$ cat src/rtl/bypassPkg.sv
/*
 * Shared types for the register-specifier bypass logic
 * Specifier width, in-flight destination entry, destination decode,
 * bypass source positions and the one-hot select type
 */
`default_nettype none

package bypassPkg;

  // ----------------------------------------------------------
  // Register specifiers
  // ----------------------------------------------------------

  // 32 architectural registers
  localparam int SPEC_W = 5;

  typedef logic [SPEC_W-1:0] specT;

  // Written by the A-side link (r31) decode
  localparam specT LINK_REG = specT'(31);

  // ----------------------------------------------------------
  // In-flight destination
  // ----------------------------------------------------------

  // One EX, MEM or WB entry, 7 bits
  typedef struct packed {
    specT spec;
    logic valid;   // Will write the register file
    logic isLoad;  // Result comes from memory (B side only)
  } destT;

  // Destination field chosen by the decoder at issue
  typedef enum logic [1:0] {
    destNone = 2'd0,
    destRd   = 2'd1,
    destRt   = 2'd2,
    destR31  = 2'd3
  } destSelE;

  // ----------------------------------------------------------
  // Bypass mux select
  // ----------------------------------------------------------

  // Bit position of each source inside a one-hot select
  typedef enum logic [2:0] {
    srcNone = 3'd0,
    srcAMem = 3'd1,
    srcBMem = 3'd2,
    srcAEx  = 3'd3,
    srcBEx  = 3'd4
  } bypassSrcE;

  // One-hot, indexed by bypassSrcE
  typedef logic [srcBEx:srcNone] bypassSelT;

endpackage

`default_nettype wire

$ cat src/rtl/destIf.sv
/*
 * Bundle of the four in-flight destinations (A/B, EX/MEM)
 * Read by the specifier comparators and by the control block
 */
`timescale 1ns/10ps
`default_nettype none

interface destIf import bypassPkg::*; ();

  // Driven by the A and B destination chains
  destT aEx;
  destT aMem;
  destT bEx;
  destT bMem;

  // Source specifier comparators
  modport cmp (
    input aEx, aMem, bEx, bMem
  );

  // Enables, writeback stage and load tracking
  modport ctrl (
    input aEx, aMem, bEx, bMem
  );

endinterface

`default_nettype wire

$ cat src/rtl/destChain.sv
/*
 * Per-side destination decode and EX/MEM destination chain
 * Entry is invalidated for kill, no destination, r0 and exceptions
 */
`timescale 1ns/10ps
`default_nettype none

module destChain import bypassPkg::*; #(
  parameter bit hasLink = 1'b0
) (
  input  logic    phi1,
  input  logic    rstN,
  input  logic    stall,
  input  logic    except,
  input  destSelE destSel,
  input  specT    rtSpec,
  input  specT    rdSpec,
  input  logic    kill,
  input  logic    isLoad,
  output destT    exDest,
  output destT    memDest
);

  specT decSpec;
  logic hasDest;
  destT issueDest;

  // ----------------------------------------------------------
  // Destination decode
  // ----------------------------------------------------------
  always_comb begin
    decSpec = '0;
    hasDest = 1'b0;
    case (destSel)
      destRd: begin
        decSpec = rdSpec;
        hasDest = 1'b1;
      end
      destRt: begin
        decSpec = rtSpec;
        hasDest = 1'b1;
      end
      destR31: begin
        // No link register on the B side, same as no destination
        if (hasLink) begin
          decSpec = LINK_REG;
          hasDest = 1'b1;
        end
      end
      default: begin
        hasDest = 1'b0;
      end
    endcase
  end

  // r0 is never written, so it must never be bypassed
  assign issueDest.spec   = decSpec;
  assign issueDest.isLoad = isLoad;
  assign issueDest.valid  = hasDest & ~kill & (decSpec != '0) & ~except;

  // ----------------------------------------------------------
  // EX and MEM stages
  // ----------------------------------------------------------
  always_ff @(posedge phi1 or negedge rstN) begin
    if (!rstN) begin
      exDest  <= '0;
      memDest <= '0;
    end else if (!stall) begin
      exDest        <= issueDest;
      memDest       <= exDest;
      memDest.valid <= exDest.valid & ~except;
    end else if (except) begin
      // Exception flushes even while stalled
      exDest.valid  <= 1'b0;
      memDest.valid <= 1'b0;
    end
  end

endmodule

`default_nettype wire

$ cat src/rtl/specCompare.sv
/*
 * One source specifier against the four in-flight destinations
 * Priority encode to a one-hot bypass select, registered
 */
`timescale 1ns/10ps
`default_nettype none

module specCompare import bypassPkg::*; (
  input  logic      phi1,
  input  logic      rstN,
  input  logic      stall,
  input  specT      srcSpec,
  destIf.cmp        dest,
  output bypassSelT bypassSel
);

  logic      aExHit;
  logic      bExHit;
  logic      aMemHit;
  logic      bMemHit;
  bypassSelT selNext;

  // Only valid entries may forward
  function automatic logic specHit(destT entry, specT src);
    return entry.valid && (entry.spec == src);
  endfunction

  assign aExHit  = specHit(dest.aEx, srcSpec);
  assign bExHit  = specHit(dest.bEx, srcSpec);
  assign aMemHit = specHit(dest.aMem, srcSpec);
  assign bMemHit = specHit(dest.bMem, srcSpec);

  // ----------------------------------------------------------
  // Priority select
  // ----------------------------------------------------------
  // Youngest wins: EX over MEM, B over A within a stage
  always_comb begin
    selNext = '0;
    if (bExHit) begin
      selNext[srcBEx] = 1'b1;
    end else if (aExHit) begin
      selNext[srcAEx] = 1'b1;
    end else if (bMemHit) begin
      selNext[srcBMem] = 1'b1;
    end else if (aMemHit) begin
      selNext[srcAMem] = 1'b1;
    end else begin
      selNext[srcNone] = 1'b1;
    end
  end

  // Select used by the datapath mux in the following cycle
  always_ff @(posedge phi1 or negedge rstN) begin
    if (!rstN) begin
      bypassSel          <= '0;
      bypassSel[srcNone] <= 1'b1;
    end else if (!stall) begin
      bypassSel <= selNext;
    end
  end

endmodule

`default_nettype wire

$ cat src/rtl/bypassCtrl.sv
/*
 * Bypass control: B-side writeback stage and delayed stall
 * Datapath stage enables, load-bypass flags and load-data write enable
 */
`timescale 1ns/10ps
`default_nettype none

module bypassCtrl import bypassPkg::*; (
  input  logic      phi1,
  input  logic      rstN,
  input  logic      stall,
  input  logic      except,
  destIf.ctrl       dest,
  input  bypassSelT sBypassSel,
  input  bypassSelT tBypassSel,
  output logic      aExEn,
  output logic      aMemEn,
  output logic      bExEn,
  output logic      bMemEn,
  output logic      bWasLoad,
  output logic      sBypassLoad,
  output logic      tBypassLoad,
  output logic      loadWriteEn
);

  destT wbDest;
  logic stallDly;

  // ----------------------------------------------------------
  // B writeback stage and stall delay
  // ----------------------------------------------------------
  always_ff @(posedge phi1 or negedge rstN) begin
    if (!rstN) begin
      wbDest   <= '0;
      stallDly <= 1'b0;
    end else begin
      stallDly <= stall;
      if (!stall) begin
        wbDest       <= dest.bMem;
        wbDest.valid <= dest.bMem.valid & ~except;
      end else if (except) begin
        wbDest.valid <= 1'b0;
      end
    end
  end

  // ----------------------------------------------------------
  // Datapath stage enables
  // ----------------------------------------------------------
  // Killed or empty stages leave the datapath registers alone
  assign aExEn  = dest.aEx.valid & ~stall;
  assign aMemEn = dest.aMem.valid & ~stall;
  assign bExEn  = dest.bEx.valid & ~stall;
  assign bMemEn = dest.bMem.valid & ~stall;

  // ----------------------------------------------------------
  // Load tracking
  // ----------------------------------------------------------
  assign bWasLoad = wbDest.valid & wbDest.isLoad;

  // Load data arrives late, so a B MEM bypass of a load takes the load path
  assign sBypassLoad = sBypassSel[srcBMem] & bWasLoad;
  assign tBypassLoad = tBypassSel[srcBMem] & bWasLoad;

  // Capture load data only if the previous cycle moved the pipe
  assign loadWriteEn = dest.bMem.valid & dest.bMem.isLoad & ~stallDly;

endmodule

`default_nettype wire

$ cat src/rtl/bypassSpec.sv
/*
 * Register-specifier bypass logic, top level
 * A/B destination chains, S/T specifier comparators and bypass control
 */
`timescale 1ns/10ps
`default_nettype none

module bypassSpec import bypassPkg::*; (
  input  logic      phi1,
  input  logic      rstN,
  input  logic      stall,
  input  logic      except,
  // A-side issue
  input  destSelE   aDestSel,
  input  specT      aRtSpec,
  input  specT      aRdSpec,
  input  logic      aKill,
  // B-side issue
  input  destSelE   bDestSel,
  input  specT      bRtSpec,
  input  specT      bRdSpec,
  input  logic      bKill,
  input  logic      bIsLoad,
  // Source specifiers
  input  specT      sSrcSpec,
  input  specT      tSrcSpec,
  // Bypass mux control
  output bypassSelT sBypassSel,
  output bypassSelT tBypassSel,
  output logic      sBypassLoad,
  output logic      tBypassLoad,
  output logic      bWasLoad,
  // Datapath enables
  output logic      aExEn,
  output logic      aMemEn,
  output logic      bExEn,
  output logic      bMemEn,
  output logic      loadWriteEn
);

  // In-flight destinations
  destIf destBus ();

  // ----------------------------------------------------------
  // Destination chains
  // ----------------------------------------------------------
  // A side has the link register and never loads
  destChain #(
    .hasLink (1'b1)
  ) aChain (
    .phi1    (phi1),
    .rstN    (rstN),
    .stall   (stall),
    .except  (except),
    .destSel (aDestSel),
    .rtSpec  (aRtSpec),
    .rdSpec  (aRdSpec),
    .kill    (aKill),
    .isLoad  (1'b0),
    .exDest  (destBus.aEx),
    .memDest (destBus.aMem)
  );

  destChain #(
    .hasLink (1'b0)
  ) bChain (
    .phi1    (phi1),
    .rstN    (rstN),
    .stall   (stall),
    .except  (except),
    .destSel (bDestSel),
    .rtSpec  (bRtSpec),
    .rdSpec  (bRdSpec),
    .kill    (bKill),
    .isLoad  (bIsLoad),
    .exDest  (destBus.bEx),
    .memDest (destBus.bMem)
  );

  // ----------------------------------------------------------
  // S and T bus comparators
  // ----------------------------------------------------------
  specCompare sCompare (
    .phi1      (phi1),
    .rstN      (rstN),
    .stall     (stall),
    .srcSpec   (sSrcSpec),
    .dest      (destBus.cmp),
    .bypassSel (sBypassSel)
  );

  specCompare tCompare (
    .phi1      (phi1),
    .rstN      (rstN),
    .stall     (stall),
    .srcSpec   (tSrcSpec),
    .dest      (destBus.cmp),
    .bypassSel (tBypassSel)
  );

  // Enables and load tracking
  bypassCtrl bypassCtrl (
    .phi1        (phi1),
    .rstN        (rstN),
    .stall       (stall),
    .except      (except),
    .dest        (destBus.ctrl),
    .sBypassSel  (sBypassSel),
    .tBypassSel  (tBypassSel),
    .aExEn       (aExEn),
    .aMemEn      (aMemEn),
    .bExEn       (bExEn),
    .bMemEn      (bMemEn),
    .bWasLoad    (bWasLoad),
    .sBypassLoad (sBypassLoad),
    .tBypassLoad (tBypassLoad),
    .loadWriteEn (loadWriteEn)
  );

endmodule

`default_nettype wire

$ cat config.mk
export PLATFORM = sky130hd
export DESIGN_NAME = bypassSpec
export DESIGN_NICKNAME = d
export VERILOG_FILES = /design/src/rtl/bypassPkg.sv /design/src/rtl/destIf.sv /design/src/rtl/destChain.sv /design/src/rtl/specCompare.sv /design/src/rtl/bypassCtrl.sv /design/src/rtl/bypassSpec.sv
export SDC_FILE = /design/constraint.sdc
export NUM_CORES = 1
export LEC_CHECK = 0
export BUFFER_PORTS_ARGS = -buffer_cell sky130_fd_sc_hd__buf_2
export CELL_PAD_IN_SITES_DETAIL_PLACEMENT = 1
export CELL_PAD_IN_SITES_GLOBAL_PLACEMENT = 1
export CORE_ASPECT_RATIO = 1.4
export CORE_MARGIN = 5
export CORE_UTILIZATION = 30
export CTS_BUF_LIST = sky130_fd_sc_hd__clkbuf_16
export DETAILED_ROUTE_END_ITERATION = 10
export PLACE_DENSITY_LB_ADDON = 0.1
export RECOVER_POWER = 100
export SYNTH_ARGS = -nofsm -noshare
export SYNTH_HDL_FRONTEND = slang
export SYNTH_HIERARCHICAL = 1
export SYNTH_SLANG_ARGS = --single-unit
$ cat constraint.sdc
create_clock -name phi1 -period 1.89 [get_ports phi1]
set_input_delay 0.4725 -clock phi1 [delete_from_list [all_inputs] [get_ports phi1]]
set_output_delay 0.4725 -clock phi1 [all_outputs]
set_load 0.1 [all_outputs]
# Word level (Yosys, flattened, before mapping)
# Index checks and enable logic that the tools add are counted.
[totals]
register_bits = 39
out_inout_bits = 18
word_cells = 90
[op_classes]
eq_ne = 14
muxes = 26
bitwise_logic = 23
reduce_logical = 12
[ops]
columns = ["op", "n"]
rows = [
  ["5-bit equality test", 8],
  ["1-bit bitwise AND", 18],
  ["1-bit 2-to-1 mux", 18],
  ["5-bit case mux with 3 select lines", 1],
  ["5-bit case mux with 2 select lines", 1],
  ["5-bit nonzero test", 2],
  ["1-bit logical AND", 8],
  ["4-bit 2-to-1 mux", 2],
  ["2-bit equality test, second input constant", 3],
  ["3-bit 2-to-1 mux", 2],
  ["1-bit NOT", 5],
  ["2-bit by 1-bit equality test with 1-bit output, second input constant", 2],
  ["2-bit 2-to-1 mux", 2],
  ["3-bit OR reduction", 1],
  ["2-bit by 1-bit != test with 1-bit output, second input constant", 1],
  ["2-bit OR reduction", 1],
]

# Depth between registers and ports, before layout
# Gate-level depths: netlist of run 1.
[depth]
ltp_word = 7
depth_mapped = 5

# Cells and area by module
# Netlist of run 1, hierarchy kept.
[by_module_without_submodules]
columns = ["module", "instances", "cells_per_inst", "area_per_inst_um2", "seq_area_each_um2"]
rows = [
  ["specCompare", 2, 45, 424.2, 126.4],
  ["destChain (bChain)", 1, 53, 640.6, 350.3],
  ["destChain (aChain)", 1, 54, 605.6, 350.3],
  ["bypassCtrl", 1, 15, 161.4, 75.1],
  ["bypassSpec", 1, 1, 3.8, 0.0],
]

# Worst setup path after synthesis of run 1
# No wires, ideal clock.
[synth_timing]
path_type = "register -> output"
startpoint = "reg sCompare.bypassSel[2]"
endpoint = "out sBypassLoad"
t_arrival_ps = 1818
required_ps = 1417
path_slack_ps = -400
stages_incl_launch_ff = 2
n_path_buf = 0
cell_sequence = "dfrtp_1 and3_1"
[synth_via]
elab_chain_cells = 1
[synth_lines]
columns = ["element", "line", "text"]
rows = [
  ["from (decl)", "specCompare.sv:14", "output bypassSelT bypassSel"],
  ["from (signal assigned)", "specCompare.sv:58", "bypassSel <= selNext;"],
  ["1-bit bitwise AND", "bypassCtrl.sv:62", "assign sBypassLoad = sBypassSel[srcBMem] & bWasLoad;"],
  ["to (decl)", "bypassSpec.sv:30", "output logic sBypassLoad,"],
]
# Every way passes these cells.

# Final worst setup path of run 1
[layout_timing]
startpoint = "in stall"
endpoint = "out aExEn"
[layout_via]
elab_chain_cells = 2
[layout_lines]
columns = ["element", "line", "text"]
rows = [
  ["from (decl)", "bypassSpec.sv:11", "input logic stall,"],
  ["1-bit NOT", "bypassCtrl.sv:51", "assign aExEn = dest.aEx.valid & ~stall;"],
  ["1-bit bitwise AND", "bypassCtrl.sv:51", ""],
  ["to (decl)", "bypassSpec.sv:34", "output logic aExEn,"],
]
# Every way passes these cells.

==> out/summary.txt, run 1 <==
outcome: complete, no violations
worst skew pair latency: 280 ps
largest net degree at the start of global routing: 25
DR vias/cell: 4.84
fmax: 573 MHz
CP required: 1420 ps
H-tree Lvls: 2
Total Nets Final: 320
wire length per cell: 16.6 um
Worst setup EP type: output port
Die Y: 111 um
worst-path fanout max: 14
post-CTS setup buffer count: 0
CTS max path bufs: 2
die area: 9110 um^2
crit-path cells: buf_2 -> and2b_2 -> clkbuf_4
pre-CTS setup slack: 118 ps
clock skew: 4.16 ps
initial DRC count: 41
slowest stage delay, CP: 270 ps
P per Cell Area: 787 nW/um^2
Slew Limit Headroom: 36.4%
total number of vias: 1805
Syn-to-layout area delta: 26.6%
final hold vios: 0
startpoint types: input pin
grt total ovfl: 0
Post-CTS Hold Buffers: 0
Setup TNS Final: 0 ps
Worst VDD drop: 0.395 mV
total CTS buffers: 5
Detailed Route WL: 6200 um
vias in the first global route: 1924
CP Class: input pin to output port
Synth Area per Inst: 10.5 um^2
Max Cap Violations: 0
initial antenna violation count: 0
unrepaired setup endpoints after global routing: false
drt drc: 0
Final GP Congestion: 0.800
Leak: 1.35 nW
Critical-path top delay cell: buf_2
mapped cell area: 2180 um^2
core area: 7030 um^2
Final min period: 1750 ps
Diodes inserted: 0
setup violators final: 0
IO Pins: 59
Reg clk slew, reported paths: 50 ps
Cell Area, Placed: 2720 um^2
clock tree sinks: 39
layout cells sized above 1: 33.5%
Synthesized Nets: 251
Crit path max-delay family: buffers and inverters
worst min path class: input pin to asynchronous set/reset pin
CP arrival: 1270 ps
total power: 2.17 mW
CTS Root Cell: clkbuf_16
TritonCTS clock tree: yes
1st-pass router iterations: 4
effective utilization at floorplan: 31.1%
Yosys Warn Count: 6
total track usage: 14.3%
global-route wire length before repair: 9920 um
DP HPWL: 4970 um
cts repair resizes: 0
Slew @ Worst Pin: 954 ps
Slew Limit Fails: 0
Placement Rows: 36
Final Cycle Share: 92.4%
Routed Antenna Nets: 0
IO buf count: 58
fin area: 2760 um^2
Die X: 82.1 um
Final Worst Setup Slack: 143 ps
Worst Path Buf+Inv: 2
Gate Count Post-Synth: 208
through the flow:
step	hold slack [ps]	util [%]	cells
after floorplan	177	-	208
after global placement	442	38.7	365
after detailed placement	441	38.7	365
after CTS	147	40.6	373
after global routing	414	39.3	373
final	323	39.3	373
worst reg2reg max path, cell delays in order (launching register included):
cell	delay, ps
dfrtp_1	440
xor2_1	190
nor4_1	440
a31oi_1	220
a22o_1	210
per-layer routing:
layer	up-vias	GRT usage, %	part of all wire [%]
met1	855	18.1	45
li1	892	-	-
met2	49	23.3	49
met3	9	2.60	3.5
met5	-	0	0
met4	0	5.99	2.3
flip-flops by register name, indices dropped and copies added, names as in the netlist:
| name | flops |
|---|---|
| bypassCtrl/wbDest | 2 |
| bypassCtrl/stallDly | 1 |
| aChain/memDest | 6 |
| tCompare/bypassSel | 5 |
| sCompare/bypassSel | 5 |
| bChain/memDest | 7 |
| aChain/exDest | 6 |
| bChain/exDest | 7 |
layout by cell type, fill, tap and decap left out, types with 6 or more instances in the layout:
cell type  instances
buf_2             38
dfrtp_1           36
xor2_1            32
nand2_1           20
clkbuf_2          16
mux2_2            13
o31ai_1            9
nor4_1             9
inv_1              8
xnor2_1            8
nor2_1             7
and3_1             7
clkbuf_1           7
a21oi_1            6
path summary, 6_finish.rpt:
path | start | endpoint | slack [ps] | depth (start not counted)
worst min-delay path | rstN | bypassCtrl/wbDest[1]$_DFFE_PN0P_ | 320 | 1
worst min register to register | tCompare/bypassSel[0]$_DFFE_PN1N_ | tCompare/bypassSel[0]$_DFFE_PN1N_ | 470 | 2
max in group asynchronous | rstN | aChain/memDest[5]$_DFFE_PN0N_ | 480 | 2
worst max-delay path | stall | aExEn | 140 | 3
worst max register to register | bChain/exDest[5]$_DFFE_PN0N_ | tCompare/bypassSel[3]$_DFFE_PN0N_ | 290 | 4
min in group phi1 | bIsLoad | bChain/exDest[0]$_DFFE_PN0N_ | 430 | 2
cell type report:
class / instances / area (um^2)
Tap cell: 95 / 119
Fill cell: 852 / 4260
Inverter: 5 / 18.8
Timing Repair Buffer: 67 / 342
Multi-Input combinational cell: 159 / 1170
Sequential cell: 39 / 980
Clock inverter: 3 / 11.3
Clock buffer: 5 / 125
where the power goes:
part	internal [mW]	total [mW]	switching [mW]	leakage, nW
Sequential	0.903	0.979	0.0756	0.502
Combinational	0.171	0.419	0.248	0.769
Clock	0.474	0.776	0.302	0.0776
No activity file was read; power rests on OpenSTA's default activity.
==> run 2, diff against run 1 <==
Settings changed: RECOVER_POWER 100 to 25.
==> out/summary.txt, run 2 (synthesized netlist as in run 1, its figures left out) <==
outcome: complete, no violations
CP required: 1420 ps
commonest non-fill, non-tap cell in the layout: buf_2
Total Nets Final: 320
worst-path fanout max: 4
DP HPWL: 4970 um
IO buf count: 58
total CTS buffers: 5
Slew @ Worst Pin: 954 ps
CP arrival: 1240 ps
grt total ovfl: 0
Final Worst Setup Slack: 179 ps
clock tree sinks: 39
commonest cells after routing, fill and taps aside: 53 x buf_2, 36 x dfrtp_1, 32 x xor2_1
DR vias/cell: 4.86
drt drc: 0
P per Cell Area: 771 nW/um^2
Slew Limit Headroom: 36.4%
hold slack final: 323 ps
Die X: 82.1 um
setup violators final: 0
H-tree Lvls: 2
Die Y: 111 um
unrepaired setup endpoints after global routing: false
IO Pins: 59
cts repair resizes: 0
initial antenna violation count: 0
1st-pass router iterations: 4
Top Registers: bChain/exDest: 7 flops, bChain/memDest: 7 flops
Syn-to-layout area delta: 29.9%
CP Class: register to output port
pre-CTS setup slack: 118 ps
Max Cap Violations: 0
core area: 7030 um^2
CTS Root Cell: clkbuf_16
Final min period: 1710 ps
effective utilization at floorplan: 31.1%
fmax: 585 MHz
placed cell count: 365
Detailed Route WL: 6170 um
TritonCTS clock tree: yes
worst skew pair latency: 280 ps
Worst setup EP type: output port
post-CTS setup buffer count: 0
largest net degree at the start of global routing: 25
CTS max path bufs: 2
final hold vios: 0
worst min path class: input pin to asynchronous set/reset pin
initial DRC count: 59
global-route wire length before repair: 9920 um
fillcell total: 841
wire length per cell: 16.5 um
Final Cycle Share: 90.5%
Post-CTS Hold Buffers: 0
Final GP Congestion: 0.800
layout cells sized above 1: 35.6%
total number of vias: 1812
Diodes inserted: 0
Routed Antenna Nets: 0
Placement Rows: 36
vias in the first global route: 1924
clock skew: 3.78 ps
Reg clk slew, reported paths: 50 ps
startpoint types: register
fin cells: 373
Register Area: 980 um^2
die area: 9110 um^2
Slew Limit Fails: 0
total track usage: 14.3%
Worst VDD drop: 0.383 mV
multi-input logic area: 1170 um^2
Leak: 1.39 nW
[run 2: cell types whose count changed in the layout (fill, tap and decap cells not counted)]
cell	before	now
buf_12	0	4
buf_2	38	53
buf_4	4	8
clkbuf_1	7	1
clkbuf_2	16	1
clkbuf_4	2	0
[run 2: layer usage]
| metal | track usage, % | vias up | share of wire, % |
|---|---|---|---|
| met5 | 0 | - | 0 |
| met3 | 2.60 | 9 | 3.4 |
| met4 | 5.99 | 0 | 2.3 |
| met2 | 23.3 | 47 | 49 |
| met1 | 18.1 | 865 | 45 |
| li1 | - | 891 | - |
[run 2: metrics by stage]
step | instance area, um^2 | TNS, ps | power [mW] | util (%)
global placement | 2720 | 0 | 1.42 | 38.7
finish | 2840 | 0 | 2.19 | 40.4
CTS | 2850 | 0 | 2.22 | 40.6
detailed placement | 2720 | 0 | 1.43 | 38.7
floorplan | 2190 | -137 | 1.25 | -
global route | 2840 | 0 | 2.31 | 40.4
[run 2: worst max-delay path, cell delays in order, from the launching register on]
cell and delay (ps):
dfrtp_1 360, and3_2 180, buf_2 420
[run 2: final timing paths]
path                                              startpoint  cells after the start  slack, ps                                 to
max                         bypassCtrl/wbDest[1]$_DFFE_PN0P_                      2        180                        sBypassLoad
min in group phi1                                    bIsLoad                      2        430       bChain/exDest[0]$_DFFE_PN0N_
min                                                     rstN                      1        320   bypassCtrl/wbDest[1]$_DFFE_PN0P_
max reg2reg                     bChain/exDest[5]$_DFFE_PN0N_                      4        290  tCompare/bypassSel[3]$_DFFE_PN0N_
max in group asynchronous                               rstN                      2        470      aChain/memDest[5]$_DFFE_PN0N_
min reg2reg                tCompare/bypassSel[0]$_DFFE_PN1N_                      2        470  tCompare/bypassSel[0]$_DFFE_PN1N_
[run 2: power breakdown]
group | internal, mW | switching [mW] | leakage, nW
clock network | 0.474 | 0.303 | 0.0776
registers | 0.903 | 0.0753 | 0.502
logic | 0.182 | 0.248 | 0.811
total | 1.56 | 0.627 | 1.39
[run 2: layout make-up]
class | instances | share of cell area (%)
multi-input cells | 159 | 41.2
clock inverters | 3 | 0.397
clock buffers | 5 | 4.41
well taps | 95 | 4.19
inverters | 5 | 0.662
repair buffers | 67 | 14.6
flip-flops and latches | 39 | 34.5
==> run 3, diff against run 2 <==
Settings changed: ABC_CLOCK_PERIOD_IN_PS set to 1890, CORE_UTILIZATION 30 to 40, GPL_TIMING_DRIVEN set to 0.
==> out/summary.txt, run 3 (synthesized netlist as in run 1, its figures left out) <==
outcome: complete, no violations
Slew Limit Headroom: 35.3%
Register Area: 980 um^2
effective utilization at floorplan: 41.7%
clock skew: 6.29 ps
Diodes inserted: 0
unrepaired setup endpoints after global routing: false
global-route wire length before repair: 10000 um
fmax: 557 MHz
worst min path class: input pin to asynchronous set/reset pin
Top Registers: bChain/exDest: 7 flops, bChain/memDest: 7 flops
vias in the first global route: 2015
Placement Rows: 31
Final GP Congestion: 0.767
CTS Root Cell: clkbuf_16
Post-CTS Hold Buffers: 0
commonest non-fill, non-tap cell in the layout: buf_2
Detailed Route WL: 5930 um
startpoint types: input pin
IO buf count: 58
grt total ovfl: 0
Setup TNS Final: 0 ps
Worst VDD drop: 0.379 mV
worst-path fanout max: 26
initial DRC count: 71
initial antenna violation count: 0
drt drc: 0
CP required: 1420 ps
core area: 5240 um^2
total CTS buffers: 5
total track usage: 17.9%
final hold vios: 0
setup violators final: 0
IO Pins: 59
Worst setup EP type: output port
Final min period: 1800 ps
Slew Limit Fails: 0
Leak: 1.36 nW
Routed Antenna Nets: 0
P per Cell Area: 855 nW/um^2
die area: 7060 um^2
Reg clk slew, reported paths: 60 ps
TritonCTS clock tree: yes
Max Cap Violations: 0
H-tree Lvls: 2
Final Cycle Share: 95.0%
CTS max path bufs: 2
Total Nets Final: 316
fillcell total: 627
DP HPWL: 4470 um
multi-input logic area: 1170 um^2
clock tree sinks: 39
hold slack final: 341 ps
CP arrival: 1320 ps
Die X: 72.4 um
DR vias/cell: 5.44
1st-pass router iterations: 6
commonest cells after routing, fill and taps aside: 58 x buf_2, 36 x dfrtp_1, 32 x xor2_1
Slew @ Worst Pin: 971 ps
CP Class: input pin to output port
layout cells sized above 1: 35.0%
worst skew pair latency: 280 ps
Die Y: 97.4 um
largest net degree at the start of global routing: 40
Syn-to-layout area delta: 25.1%
wire length per cell: 17.5 um
total number of vias: 1849
-- run 3: changes by cell type in the layout (fill, tap and decap cells not counted), sizes merged --
cell | previous run | this run
buf | 65 | 59
inv | 8 | 5
clkbuf | 7 | 9
clkinv | 0 | 2
bufinv | 0 | 1
-- run 3: worst max-delay path, cell delays in order --
cell and delay, ps:
buf_4 200, and2b_2 230, buf_2 410
-- run 3: layout make-up --
cell class / instances / area share [%]
plain buffers: 5 / 0.825
clock buffers: 5 / 4.58
clock inverters: 3 / 1.42
inverters: 5 / 0.687
multi-input cells: 159 / 42.8
flip-flops and latches: 39 / 35.9
well taps: 66 / 3.02
repair buffers: 58 / 10.8
-- run 3: final timing paths --
check / start / to / slack (ps) / cells after the start
worst max-delay path: stall / aMemEn / 90 / 3
min in group phi1: bIsLoad / bChain/exDest[0]$_DFFE_PN0N_ / 430 / 2
worst min register to register: tCompare/bypassSel[1]$_DFFE_PN0N_ / tCompare/bypassSel[1]$_DFFE_PN0N_ / 470 / 2
worst max register to register: aChain/memDest[3]$_DFFE_PN0N_ / sCompare/bypassSel[1]$_DFFE_PN0N_ / 270 / 4
worst min-delay path: rstN / bypassCtrl/wbDest[0]$_DFFE_PN0N_ / 340 / 1
max in group asynchronous: rstN / tCompare/bypassSel[2]$_DFFE_PN0N_ / 890 / 1
-- run 3: metrics by stage --
stage | cell area, um^2 | util (%) | instances | total power [mW] | setup WS, ps
3_3_place_gp | 2560 | 48.9 | 332 | 1.39 | -7.65
6_report | 2730 | 52.2 | 340 | 2.33 | 93.8
3_5_place_dp | 2560 | 48.9 | 332 | 1.41 | -20.4
2_1_floorplan | 2190 | - | 208 | 1.25 | -137
5_1_grt | 2730 | 52.2 | 340 | 2.44 | 23.7
4_1_cts | 2730 | 52.1 | 340 | 2.36 | 20.2
-- run 3: metal layers --
metal | wire length, um | vias to the layer above | GRT usage [%]
li1 | - | 890 | -
met1 | 2460 | 896 | 22.1
met2 | 3100 | 59 | 30.7
met3 | 324 | 4 | 3.83
met4 | 50 | 0 | 5.11
met5 | 0 | - | 0
-- run 3: timing repair --
action | 4_1_cts | 5_1_grt
setup buffers | 0 | 0
endpoints found under the setup margin | 4 | 1
gates resized for setup | 1 | 1
-- run 3: power breakdown --
part | switching (mW) | internal (mW) | total, mW
sequential | 0.0749 | 0.903 | 0.978
clock | 0.323 | 0.615 | 0.939
combinational | 0.248 | 0.170 | 0.418
total | 0.647 | 1.69 | 2.33
